<file path="config.mk">
export PLATFORM = sky130hd
export DESIGN_NAME = vertex_shader_top
export DESIGN_NICKNAME = d
export VERILOG_FILES = /design/src/source/display_pkg.sv /design/src/source/gfx_types_pkg.sv /design/src/source/dot4_unit.sv /design/src/source/fixed_divider.sv /design/src/source/screen_double_buffer.sv /design/src/source/transform_sequencer.sv /design/src/source/triangle_capture.sv /design/src/source/vertex_shader_top.sv
export SDC_FILE = /design/constraint.sdc
export NUM_CORES = 2
export LEC_CHECK = 0
export BUFFER_PORTS_ARGS = -buffer_cell sky130_fd_sc_hd__buf_2
export CAP_MARGIN = 20
export CORE_AREA = 2 2 506 508
export DETAILED_ROUTE_END_ITERATION = 10
export DIE_AREA = 0 0 508 510
export MAX_ROUTING_LAYER = met4
export SYNTH_ARGS = -nofsm -noshare
export SYNTH_HDL_FRONTEND = slang
export SYNTH_SLANG_ARGS = --single-unit
</file>
<file path="constraint.sdc">
create_clock -name clk -period 42.6 [get_ports clk]
set_input_delay 12.78 -clock clk [delete_from_list [all_inputs] [get_ports clk]]
set_output_delay 12.78 -clock clk [all_outputs]
set_load 0.01 [all_outputs]
</file>
<file path="src/source/display_pkg.sv">
// display package: visible screen size and the scan counter type
package display_pkg;

	////////////////////
	// scan counters

	// x and y counters from the video timing, wide enough for 800x525
	typedef logic [9:0] pixel_coord_t;

	////////////////////
	// visible area

	localparam int DEFAULT_SCREEN_W = 640;
	localparam int DEFAULT_SCREEN_H = 480;   // first line after the visible area

endpackage

</file>
<file path="src/source/gfx_types_pkg.sv">
// gfx types: fixed-point, screen and shade types for the vertex datapath
package gfx_types_pkg;

	////////////////////
	// fixed point

	typedef logic signed [15:0] q8_8_t;   // world, matrix, normal, light, clip
	typedef logic signed [15:0] q2_14_t;  // ndc after the divide

	localparam q8_8_t Q8_8_ONE = 16'sh0100;   // w of a world vertex
	localparam int NDC_FRAC_BITS = 14;

	////////////////////
	// screen and shading

	typedef logic [9:0] screen_coord_t;   // pixel position
	typedef logic [2:0] intensity_t;      // 0 dark .. 7 full

	// 0..8 vertex v row r (v major, rows 0,1,3), 9 normal dot light
	typedef logic [3:0] dot_index_t;

	localparam int N_VERTS = 3;

	// width of the shared divider
	localparam int DEFAULT_DIV_WIDTH = 32;

endpackage

</file>
<file path="src/source/dot4_unit.sv">
// dot4 unit: sequential four-term q8.8 dot product, one product per cycle
`timescale 1ns/100ps

module dot4_unit import gfx_types_pkg::*; (
	input  logic  clk,
	input  logic  reset,
	input  logic  i_start,
	input  q8_8_t i_a0, i_a1, i_a2, i_a3,
	input  q8_8_t i_b0, i_b1, i_b2, i_b3,
	output logic  o_done,
	output q8_8_t o_result
);

	q8_8_t op_a [4];
	q8_8_t op_b [4];
	logic running;
	logic [1:0] step;
	logic signed [31:0] acc, prod, sum;

	assign prod = 32'(op_a[step]) * 32'(op_b[step]);   // full q16.16 product
	assign sum  = acc + prod;

	always_ff @(posedge clk) begin
		if (i_start) begin
			op_a <= '{i_a0, i_a1, i_a2, i_a3};
			op_b <= '{i_b0, i_b1, i_b2, i_b3};
		end
	end

	always_ff @(posedge clk) begin
		if (reset) begin
			running  <= 1'b0;
			step     <= 2'd0;
			acc      <= '0;
			o_done   <= 1'b0;
			o_result <= '0;
		end else begin
			o_done <= 1'b0;
			if (i_start) begin
				running <= 1'b1;
				step    <= 2'd0;
				acc     <= '0;
			end else if (running) begin
				acc  <= sum;
				step <= step + 2'd1;
				if (step == 2'd3) begin   // last term
					running  <= 1'b0;
					o_done   <= 1'b1;
					o_result <= sum[23:8];   // back to q8.8, wraps
				end
			end
		end
	end

endmodule

</file>
<file path="src/source/fixed_divider.sv">
// fixed divider: signed restoring divider, one quotient bit per cycle
`timescale 1ns/100ps

module fixed_divider import gfx_types_pkg::*; #(
	parameter int DIV_WIDTH = DEFAULT_DIV_WIDTH
) (
	input  logic                        clk,
	input  logic                        reset,
	input  logic                        i_start,
	input  logic signed [DIV_WIDTH-1:0] i_dividend,
	input  logic signed [DIV_WIDTH-1:0] i_divisor,
	output logic                        o_done,
	output logic signed [DIV_WIDTH-1:0] o_quotient
);

	localparam int CNT_W = $clog2(DIV_WIDTH + 1);

	logic [DIV_WIDTH-1:0] quo, rem, den;   // magnitudes
	logic [DIV_WIDTH:0] rem_shift, diff;
	logic neg_num, neg_quo, den_zero;
	logic [CNT_W-1:0] count;
	logic running, finish;

	assign rem_shift = {rem, quo[DIV_WIDTH-1]};
	assign diff      = rem_shift - {1'b0, den};

	////////////////////
	// magnitude datapath

	always_ff @(posedge clk) begin
		if (i_start) begin
			quo      <= i_dividend[DIV_WIDTH-1] ? -i_dividend : i_dividend;
			den      <= i_divisor[DIV_WIDTH-1] ? -i_divisor : i_divisor;
			rem      <= '0;
			neg_num  <= i_dividend[DIV_WIDTH-1];
			neg_quo  <= i_dividend[DIV_WIDTH-1] ^ i_divisor[DIV_WIDTH-1];
			den_zero <= (i_divisor == '0);
		end else if (running) begin
			if (!diff[DIV_WIDTH]) begin   // divisor fits, keep the difference
				rem <= diff[DIV_WIDTH-1:0];
				quo <= {quo[DIV_WIDTH-2:0], 1'b1};
			end else begin
				rem <= rem_shift[DIV_WIDTH-1:0];
				quo <= {quo[DIV_WIDTH-2:0], 1'b0};
			end
		end
	end

	////////////////////
	// control and sign fix

	always_ff @(posedge clk) begin
		if (reset) begin
			running    <= 1'b0;
			finish     <= 1'b0;
			count      <= '0;
			o_done     <= 1'b0;
			o_quotient <= '0;
		end else begin
			o_done <= 1'b0;
			if (i_start) begin
				running <= 1'b1;
				finish  <= 1'b0;
				count   <= '0;
			end else if (running) begin
				count <= count + 1'b1;
				if (count == CNT_W'(DIV_WIDTH - 1)) begin
					running <= 1'b0;
					finish  <= 1'b1;
				end
			end else if (finish) begin
				finish <= 1'b0;
				o_done <= 1'b1;
				if (den_zero) begin   // saturate toward the dividend's sign
					o_quotient <= neg_num ? {1'b1, {(DIV_WIDTH-1){1'b0}}}
					                      : {1'b0, {(DIV_WIDTH-1){1'b1}}};
				end else begin
					o_quotient <= neg_quo ? -quo : quo;
				end
			end
		end
	end

endmodule

</file>
<file path="src/source/screen_double_buffer.sv">
// screen double buffer: pending result shown on the display at the frame point
`timescale 1ns/100ps

module screen_double_buffer import gfx_types_pkg::*, display_pkg::*; #(
	parameter int SCREEN_H = DEFAULT_SCREEN_H
) (
	input  logic          clk,
	input  logic          reset,
	input  pixel_coord_t  i_pixel_x,
	input  pixel_coord_t  i_pixel_y,
	input  logic          i_result_valid,
	input  screen_coord_t i_x_screen [N_VERTS],
	input  screen_coord_t i_y_screen [N_VERTS],
	input  intensity_t    i_tri_color,
	output screen_coord_t o_x_screen [N_VERTS],
	output screen_coord_t o_y_screen [N_VERTS],
	output intensity_t    o_tri_color
);

	screen_coord_t pend_x [N_VERTS];
	screen_coord_t pend_y [N_VERTS];
	intensity_t pend_color;
	logic frame_point;

	// first pixel of the first line below the visible area
	assign frame_point = (i_pixel_y == pixel_coord_t'(SCREEN_H)) && (i_pixel_x == '0);

	always_ff @(posedge clk) begin
		if (reset) begin
			pend_color  <= '0;
			o_tri_color <= '0;
			for (int v = 0; v < N_VERTS; v++) begin
				pend_x[v]     <= '0;
				pend_y[v]     <= '0;
				o_x_screen[v] <= '0;
				o_y_screen[v] <= '0;
			end
		end else begin
			if (i_result_valid) begin   // newest finished triangle
				pend_x     <= i_x_screen;
				pend_y     <= i_y_screen;
				pend_color <= i_tri_color;
			end
			if (frame_point) begin
				o_x_screen  <= pend_x;
				o_y_screen  <= pend_y;
				o_tri_color <= pend_color;
			end
		end
	end

endmodule

</file>
<file path="src/source/transform_sequencer.sv">
// transform sequencer: clip transform, perspective divide, viewport and shading
`timescale 1ns/100ps

module transform_sequencer import gfx_types_pkg::*, display_pkg::*; #(
	parameter int SCREEN_W  = DEFAULT_SCREEN_W,
	parameter int SCREEN_H  = DEFAULT_SCREEN_H,
	parameter int DIV_WIDTH = DEFAULT_DIV_WIDTH
) (
	input  logic                        clk,
	input  logic                        reset,
	input  logic                        i_start,
	input  logic                        i_dot_done,
	input  q8_8_t                       i_dot_result,
	input  logic                        i_div_done,
	input  logic signed [DIV_WIDTH-1:0] i_div_quotient,
	output logic                        o_busy,
	output logic                        o_dot_start,
	output dot_index_t                  o_dot_index,
	output logic                        o_div_start,
	output logic signed [DIV_WIDTH-1:0] o_dividend,
	output logic signed [DIV_WIDTH-1:0] o_divisor,
	output logic                        o_result_valid,
	output screen_coord_t               o_x_screen [N_VERTS],
	output screen_coord_t               o_y_screen [N_VERTS],
	output intensity_t                  o_tri_color
);

	localparam dot_index_t LAST_CLIP = 4'd8;
	localparam dot_index_t LIGHT_DOT = 4'd9;

	typedef enum logic [2:0] {ST_IDLE, ST_CLIP, ST_DIVIDE, ST_MAP, ST_LIGHT, ST_DONE} state_t;

	state_t state;
	q8_8_t clip_val [3*N_VERTS];   // x, y, w per vertex
	q2_14_t ndc_x [N_VERTS];
	q2_14_t ndc_y [N_VERTS];
	logic [2:0] div_cnt;           // 0..5, x then y per vertex
	logic div_launch;
	logic [1:0] div_vert;
	logic [3:0] num_idx, den_idx;
	logic [15:0] light_mag;
	intensity_t shade;

	// ndc * half + half, in q.14 then back to pixels
	function automatic screen_coord_t viewport(q2_14_t ndc, int half);
		logic signed [31:0] scaled;
		scaled = 32'(ndc) * half + (half <<< NDC_FRAC_BITS);
		return screen_coord_t'(scaled >>> NDC_FRAC_BITS);
	endfunction

	assign div_vert = div_cnt[2:1];
	assign num_idx  = 4'(3 * div_vert) + 4'(div_cnt[0]);
	assign den_idx  = 4'(3 * div_vert) + 4'd2;

	// two-sided shade, |n.l| of 1.0 or more is full
	assign light_mag = i_dot_result[15] ? 16'(-i_dot_result) : 16'(i_dot_result);
	assign shade     = (light_mag >= 16'd256) ? 3'd7 : light_mag[7:5];

	always_ff @(posedge clk) begin
		if (state == ST_CLIP && i_dot_done)
			clip_val[o_dot_index] <= i_dot_result;
		if (state == ST_DIVIDE && !div_launch && i_div_done) begin
			if (div_cnt[0])
				ndc_y[div_vert] <= q2_14_t'(i_div_quotient[15:0]);
			else
				ndc_x[div_vert] <= q2_14_t'(i_div_quotient[15:0]);
		end
	end

	////////////////////
	// control FSM

	always_ff @(posedge clk) begin
		if (reset) begin
			state          <= ST_IDLE;
			o_busy         <= 1'b0;
			o_dot_start    <= 1'b0;
			o_dot_index    <= '0;
			o_div_start    <= 1'b0;
			o_dividend     <= '0;
			o_divisor      <= '0;
			o_result_valid <= 1'b0;
			o_tri_color    <= '0;
			div_cnt        <= '0;
			div_launch     <= 1'b0;
			for (int v = 0; v < N_VERTS; v++) begin
				o_x_screen[v] <= '0;
				o_y_screen[v] <= '0;
			end
		end else begin
			o_dot_start    <= 1'b0;   // single-cycle strobes
			o_div_start    <= 1'b0;
			o_result_valid <= 1'b0;
			case (state)
				ST_IDLE: if (i_start) begin
					o_busy      <= 1'b1;
					o_dot_index <= '0;
					o_dot_start <= 1'b1;
					state       <= ST_CLIP;
				end
				ST_CLIP: if (i_dot_done) begin
					if (o_dot_index == LAST_CLIP) begin
						div_cnt    <= '0;
						div_launch <= 1'b1;
						state      <= ST_DIVIDE;
					end else begin
						o_dot_index <= o_dot_index + 4'd1;
						o_dot_start <= 1'b1;
					end
				end
				ST_DIVIDE: if (div_launch) begin
					o_dividend  <= DIV_WIDTH'(clip_val[num_idx]) <<< NDC_FRAC_BITS;
					o_divisor   <= DIV_WIDTH'(clip_val[den_idx]);
					o_div_start <= 1'b1;
					div_launch  <= 1'b0;
				end else if (i_div_done) begin
					if (div_cnt == 3'd5) begin
						state <= ST_MAP;
					end else begin
						div_cnt    <= div_cnt + 3'd1;
						div_launch <= 1'b1;
					end
				end
				ST_MAP: begin
					for (int v = 0; v < N_VERTS; v++) begin
						o_x_screen[v] <= viewport(ndc_x[v], SCREEN_W / 2);
						o_y_screen[v] <= viewport(ndc_y[v], SCREEN_H / 2);
					end
					o_dot_index <= LIGHT_DOT;
					o_dot_start <= 1'b1;
					state       <= ST_LIGHT;
				end
				ST_LIGHT: if (i_dot_done) begin
					o_tri_color <= shade;
					state       <= ST_DONE;
				end
				ST_DONE: begin
					o_result_valid <= 1'b1;
					o_busy         <= 1'b0;
					state          <= ST_IDLE;
				end
				default: state <= ST_IDLE;
			endcase
		end
	end

endmodule

</file>
<file path="src/source/triangle_capture.sv">
// triangle capture: holds one triangle and feeds dot4 operands by index
`timescale 1ns/100ps

module triangle_capture import gfx_types_pkg::*; (
	input  logic       clk,
	input  logic       reset,
	input  logic       i_tri_valid,
	input  q8_8_t      i_vert_x [N_VERTS],
	input  q8_8_t      i_vert_y [N_VERTS],
	input  q8_8_t      i_vert_z [N_VERTS],
	input  q8_8_t      i_norm_x,
	input  q8_8_t      i_norm_y,
	input  q8_8_t      i_norm_z,
	input  q8_8_t      i_light_x,
	input  q8_8_t      i_light_y,
	input  q8_8_t      i_light_z,
	input  q8_8_t      i_vp_row0 [4],
	input  q8_8_t      i_vp_row1 [4],
	input  q8_8_t      i_vp_row3 [4],
	input  logic       i_busy,
	input  dot_index_t i_dot_index,
	output logic       o_start,
	output q8_8_t      o_a0, o_a1, o_a2, o_a3,
	output q8_8_t      o_b0, o_b1, o_b2, o_b3
);

	q8_8_t vert_x [N_VERTS];
	q8_8_t vert_y [N_VERTS];
	q8_8_t vert_z [N_VERTS];
	q8_8_t norm [3];
	q8_8_t light [3];
	q8_8_t row0 [4];
	q8_8_t row1 [4];
	q8_8_t row3 [4];
	q8_8_t row [4];
	logic accept;
	logic [1:0] vert_sel, row_sel;

	// o_start high means the sequencer has not raised busy yet
	assign accept = i_tri_valid && !i_busy && !o_start;

	always_ff @(posedge clk) begin
		if (reset) begin
			o_start <= 1'b0;
		end else begin
			o_start <= accept;
		end
	end

	always_ff @(posedge clk) begin
		if (accept) begin
			vert_x <= i_vert_x;
			vert_y <= i_vert_y;
			vert_z <= i_vert_z;
			norm   <= '{i_norm_x, i_norm_y, i_norm_z};
			light  <= '{i_light_x, i_light_y, i_light_z};
			row0   <= i_vp_row0;
			row1   <= i_vp_row1;
			row3   <= i_vp_row3;
		end
	end

	////////////////////
	// operand select

	assign vert_sel = 2'(i_dot_index / 4'd3);
	assign row_sel  = 2'(i_dot_index % 4'd3);

	always_comb begin
		case (row_sel)
			2'd0:    row = row0;
			2'd1:    row = row1;
			default: row = row3;   // z row is not needed
		endcase
	end

	always_comb begin
		{o_a0, o_a1, o_a2, o_a3} = '0;
		{o_b0, o_b1, o_b2, o_b3} = '0;
		if (i_dot_index == 4'd9) begin   // lighting, w terms stay 0
			{o_a0, o_a1, o_a2} = {norm[0], norm[1], norm[2]};
			{o_b0, o_b1, o_b2} = {light[0], light[1], light[2]};
		end else if (i_dot_index < 4'd9) begin
			o_a0 = vert_x[vert_sel];
			o_a1 = vert_y[vert_sel];
			o_a2 = vert_z[vert_sel];
			o_a3 = Q8_8_ONE;
			{o_b0, o_b1, o_b2, o_b3} = {row[0], row[1], row[2], row[3]};
		end
	end

endmodule

</file>
<file path="src/source/vertex_shader_top.sv">
// vertex shader top: per-triangle transform, divide, viewport and shading
`timescale 1ns/100ps

module vertex_shader_top import gfx_types_pkg::*, display_pkg::*; #(
	parameter int SCREEN_W  = DEFAULT_SCREEN_W,
	parameter int SCREEN_H  = DEFAULT_SCREEN_H,
	parameter int DIV_WIDTH = DEFAULT_DIV_WIDTH
) (
	input  logic          clk,
	input  logic          reset,
	input  pixel_coord_t  i_pixel_x,
	input  pixel_coord_t  i_pixel_y,
	input  logic          i_tri_valid,
	input  q8_8_t         i_vert_x [N_VERTS],
	input  q8_8_t         i_vert_y [N_VERTS],
	input  q8_8_t         i_vert_z [N_VERTS],
	input  q8_8_t         i_norm_x,
	input  q8_8_t         i_norm_y,
	input  q8_8_t         i_norm_z,
	input  q8_8_t         i_light_x,
	input  q8_8_t         i_light_y,
	input  q8_8_t         i_light_z,
	input  q8_8_t         i_vp_row0 [4],
	input  q8_8_t         i_vp_row1 [4],
	input  q8_8_t         i_vp_row3 [4],
	output logic          o_busy,
	output screen_coord_t o_x_screen [N_VERTS],
	output screen_coord_t o_y_screen [N_VERTS],
	output intensity_t    o_tri_color
);

	logic start;
	logic dot_start, dot_done;
	dot_index_t dot_index;
	q8_8_t a0, a1, a2, a3, b0, b1, b2, b3;
	q8_8_t dot_result;
	logic div_start, div_done;
	logic signed [DIV_WIDTH-1:0] dividend, divisor, quotient;
	logic result_valid;
	screen_coord_t x_screen [N_VERTS];
	screen_coord_t y_screen [N_VERTS];
	intensity_t tri_color;

	triangle_capture u_triangle_capture (
		.clk(clk), .reset(reset), .i_tri_valid(i_tri_valid),
		.i_vert_x(i_vert_x), .i_vert_y(i_vert_y), .i_vert_z(i_vert_z),
		.i_norm_x(i_norm_x), .i_norm_y(i_norm_y), .i_norm_z(i_norm_z),
		.i_light_x(i_light_x), .i_light_y(i_light_y), .i_light_z(i_light_z),
		.i_vp_row0(i_vp_row0), .i_vp_row1(i_vp_row1), .i_vp_row3(i_vp_row3),
		.i_busy(o_busy), .i_dot_index(dot_index), .o_start(start),
		.o_a0(a0), .o_a1(a1), .o_a2(a2), .o_a3(a3),
		.o_b0(b0), .o_b1(b1), .o_b2(b2), .o_b3(b3)
	);

	dot4_unit u_dot4_unit (
		.clk(clk), .reset(reset), .i_start(dot_start),
		.i_a0(a0), .i_a1(a1), .i_a2(a2), .i_a3(a3),
		.i_b0(b0), .i_b1(b1), .i_b2(b2), .i_b3(b3),
		.o_done(dot_done), .o_result(dot_result)
	);

	fixed_divider #(.DIV_WIDTH(DIV_WIDTH)) u_fixed_divider (
		.clk(clk), .reset(reset), .i_start(div_start),
		.i_dividend(dividend), .i_divisor(divisor),
		.o_done(div_done), .o_quotient(quotient)
	);

	transform_sequencer #(
		.SCREEN_W(SCREEN_W), .SCREEN_H(SCREEN_H), .DIV_WIDTH(DIV_WIDTH)
	) u_transform_sequencer (
		.clk(clk), .reset(reset), .i_start(start),
		.i_dot_done(dot_done), .i_dot_result(dot_result),
		.i_div_done(div_done), .i_div_quotient(quotient),
		.o_busy(o_busy), .o_dot_start(dot_start), .o_dot_index(dot_index),
		.o_div_start(div_start), .o_dividend(dividend), .o_divisor(divisor),
		.o_result_valid(result_valid), .o_x_screen(x_screen),
		.o_y_screen(y_screen), .o_tri_color(tri_color)
	);

	screen_double_buffer #(.SCREEN_H(SCREEN_H)) u_screen_double_buffer (
		.clk(clk), .reset(reset), .i_pixel_x(i_pixel_x), .i_pixel_y(i_pixel_y),
		.i_result_valid(result_valid), .i_x_screen(x_screen),
		.i_y_screen(y_screen), .i_tri_color(tri_color),
		.o_x_screen(o_x_screen), .o_y_screen(o_y_screen), .o_tri_color(o_tri_color)
	);

endmodule

</file>
==> impl_metrics.yaml <==
run_status:
  run_status: "finished, final reports clean"
sta:
  period_share_pct: 38.6
  slew_headroom_pct: 17.3
  max_freq_mhz: 60.8
  final-max-slew-violation-count: 0
  layout_min_cycle_time_ns: 16.46
  final-hold-violation-count: 0
  report.final.setup_viol: 0
  fin_tns_setup_ns: 0
  final_critical_path_setup_slack_ns: 26.14
  finClkSkew_ns: 0.0397
  worst-slew-pin-transition_ns: 1.24
  rsz0062_at_grt: "false"
place:
  dp_hpwl_mm: 126
  pre_cts_ws_ns: 25.30
  post_dp_cell_area_mm2: 0.0697
  io_buffers: 518
  post_placement_cell_count: 9179
  gpl.final_weighted_congestion: 0.914
global_routing:
  grt_antenna_before_repair: 26
  gr-total-overflow: 0
  global_route.usage.total_pct: 13.3
  grtUsageMet1_pct: 15.4
  use_met2_pct: 22.4
  global_route_wire_length_before_repair_mm: 257
  grt_max_degree: 143
  grt.busiest_layer: "met2"
  met3_usage_pct: 2.47
  vias_in_the_first_global_route: 42689
floorplan:
  fp-row-count: 185
  coreArea_mm2: 0.253
  floorplan.die.height_um: 510
  number_of_top_level_pins: 519
  design.die.area_mm2: 0.259
  dieWidth_um: 508
  starting_density_pct: 24.9
finish:
  num-nets-final: 7026
  multiInputGateArea_mm2: 0.0278
  drive_gt1_share_pct: 15.3
  post_layout_nonfiller_instances: 9449
  storage_element_area_mm2: 0.0324
  final_cell_mix: "852 x sky130_fd_sc_hd__edfxtp_1, 618 x sky130_fd_sc_hd__nor2_1, 589 x sky130_fd_sc_hd__inv_1"
  final_cell_area_mm2: 0.0741
  most_common_library_cell_in_the_layout_ignoring_fill_and_taps: "sky130_fd_sc_hd__edfxtp_1"
  filler_cell_count: 25901
  syn2layout_area_growth_pct: 17.4
power_and_ir_drop:
  max-vdd-ir-drop_v: 0.0000947
  leakage_nw: 29.3
  power_density_mw_per_mm2: 52.7
  report.power.total_w: 0.00391
route:
  drtPass1Iterations: 6
  drt-initial-drc-count: 2773
  vias_per_cell: 4.41
  vias: 41665
  route.detailed.drc: 0
  ant_nets: 0
  post_drt_wl_per_cell_um: 17.9
  drt-total-wl_mm: 169
yosys:
  number_of_flops_mapped_to_enable_cells_by_yosys: 852
  synth_top_area_share_pct: 40.5
  postSynthAreaPerCell_um2: 11.6
  post_synth_inst_count: 5457
  dominant_cells_by_area_after_synthesis: "sky130_fd_sc_hd__edfxtp_1 41%, sky130_fd_sc_hd__dfxtp_1 11%, sky130_fd_sc_hd__fa_1 9.1%"
  post_synth_instance_area_mm2: 0.0631
  synth.largest_area_cell: "sky130_fd_sc_hd__edfxtp_1"
  synth.yosys.warnings: 0
  yosys_most_used_dff: "sky130_fd_sc_hd__edfxtp_1"
  async_flop_share_pct: 0
  yosysSeqAreaShare_pct: 51.3
  synth_cell_types: 90
  ys_seq_elements: 1190
worst_setup_path:
  crit_path_max_incr_delay_ns: 0.87
  critPathLaunchType: "primary input"
  cpLargestDelayFamily: "buffers and inverters"
  worstPathRequired_ns: 42.99
  arrival_time_worst_endpoint_ns: 16.85
  cp-end-kind: "register"
  critical_path_class: "primary input to register"
  crit_fanout: 142
  cp_cell_sequence: "buf_2 > nor3b_4 > buf_4 > buf_4 > buf_12 > buf_4"
  crit_slowest_cell: "sky130_fd_sc_hd__buf_4"
  crit_path_frequent_cell: "sky130_fd_sc_hd__buf_4"
  path_buf_inv: 5
clocking:
  clk_pin_slew_ns: 0.05
  clock-root-buffer: "sky130_fd_sc_hd__clkbuf_16"
  clockBufferDepth: 3
  hold_fix_buffer_count_after_cts: 0
  cts_htree_levels: 4
  setup_fix_buffers_added_after_clock_tree_synthesis: 0
  cts_buffers: 135
  post_cts_resize_count: 0
  worst_skew_pair.late_latency_ns: 0.78
  cts_sinks: 1190
  cts_tree: "built"
worst_hold_path:
  hold_class: "register to register"
run:
  timing.max_cap.violations: 0
layer usage:
layer  vias to the layer above  wire length, um
li1                      19923                -
met1                     20315            69600
met2                      1159            82800
met3                       268             8980
met4                         0             7510
met5                         -                0
worst paths after layout:
check                                            start                              endpoint  slack, ns  cells after the start
hold / removal    u_transform_sequencer.o_x_screen[15]  u_transform_sequencer.o_x_screen[15]       0.45                      2
setup / recovery                           i_tri_valid           u_triangle_capture.row1[45]      26.14                      6
hold reg to reg   u_transform_sequencer.o_x_screen[15]  u_transform_sequencer.o_x_screen[15]       0.45                      2
setup reg to reg                   u_dot4_unit.step[0]               u_dot4_unit.o_result[9]      33.70                     25
per-stage QoR:
step                util (%)  hold WS (ns)
detailed placement      27.5         0.446
finish                  29.2         0.452
global route            29.2         0.473
CTS                     29.2         0.454
floorplan                  -         0.406
global placement        27.5         0.442
flip-flops by register name, summed over array words and instances, names as in the netlist, 48 cells and up:
signal and count:
u_triangle_capture.vert_y 48, u_transform_sequencer.clip_val 144, u_dot4_unit.op_a 49, u_triangle_capture.vert_x 48
u_transform_sequencer.ndc_y 48, u_triangle_capture.row0 64, u_triangle_capture.vert_z 48, u_triangle_capture.row3 64
u_triangle_capture.row1 64, u_dot4_unit.op_b 64, u_transform_sequencer.ndc_x 48, u_triangle_capture.light 48
u_triangle_capture.norm 48
where the power goes:
| part | switching (W) | total [W] | internal, W | leakage [nW] |
|---|---|---|---|---|
| registers | 0.0000266 | 0.00132 | 0.00130 | 10.7 |
| logic | 0.000851 | 0.00144 | 0.000587 | 16.5 |
| clock network | 0.000493 | 0.00114 | 0.000650 | 2.09 |
| total | 0.00137 | 0.00391 | 0.00253 | 29.3 |
synth_stat cells (all sizes together) (21+ instances only):
master / n
nand2b: 35
mux2i: 308
clkbuf: 192
a31oi: 60
a21o: 31
a21oi: 303
o21ai: 179
nor2b: 35
buf: 42
mux2: 21
nor2: 620
and2: 26
dfxtp: 338
nor3: 40
nand2: 489
xnor2: 134
xor2: 71
o211ai: 27
a211oi: 102
or3: 21
fa: 288
ha: 331
inv: 589
nand3: 29
mux4: 69
edfxtp: 852
o21a: 22
tightest hold or removal path: stages (launching register included):
cell                      delay [ns]
sky130_fd_sc_hd__dfxtp_1        0.31
sky130_fd_sc_hd__nand2_1        0.05
sky130_fd_sc_hd__a21oi_1        0.05
kinds of logic after synthesis:
group	synth area share (%)
AOI/OAI and AO/OA	8.11
xor gates and xnor gates	2.86
adders and majority gates	15.7
buffers and inverters	4.97
DFF	51.3
muxes	7.72
other	0.00594
and+or+nand+nor	9.39
final cells by class:
type	count	share of cell area, %
repair buffers	579	4.21
flip-flops and latches	1190	43.7
inverters	593	3.00
clock buffers	179	5.01
clock inverters	64	0.822
well taps	3366	5.68
multi-input cells	3453	37.5
diodes	25	0.0844
No activity file was read; power rests on OpenSTA's default activity.
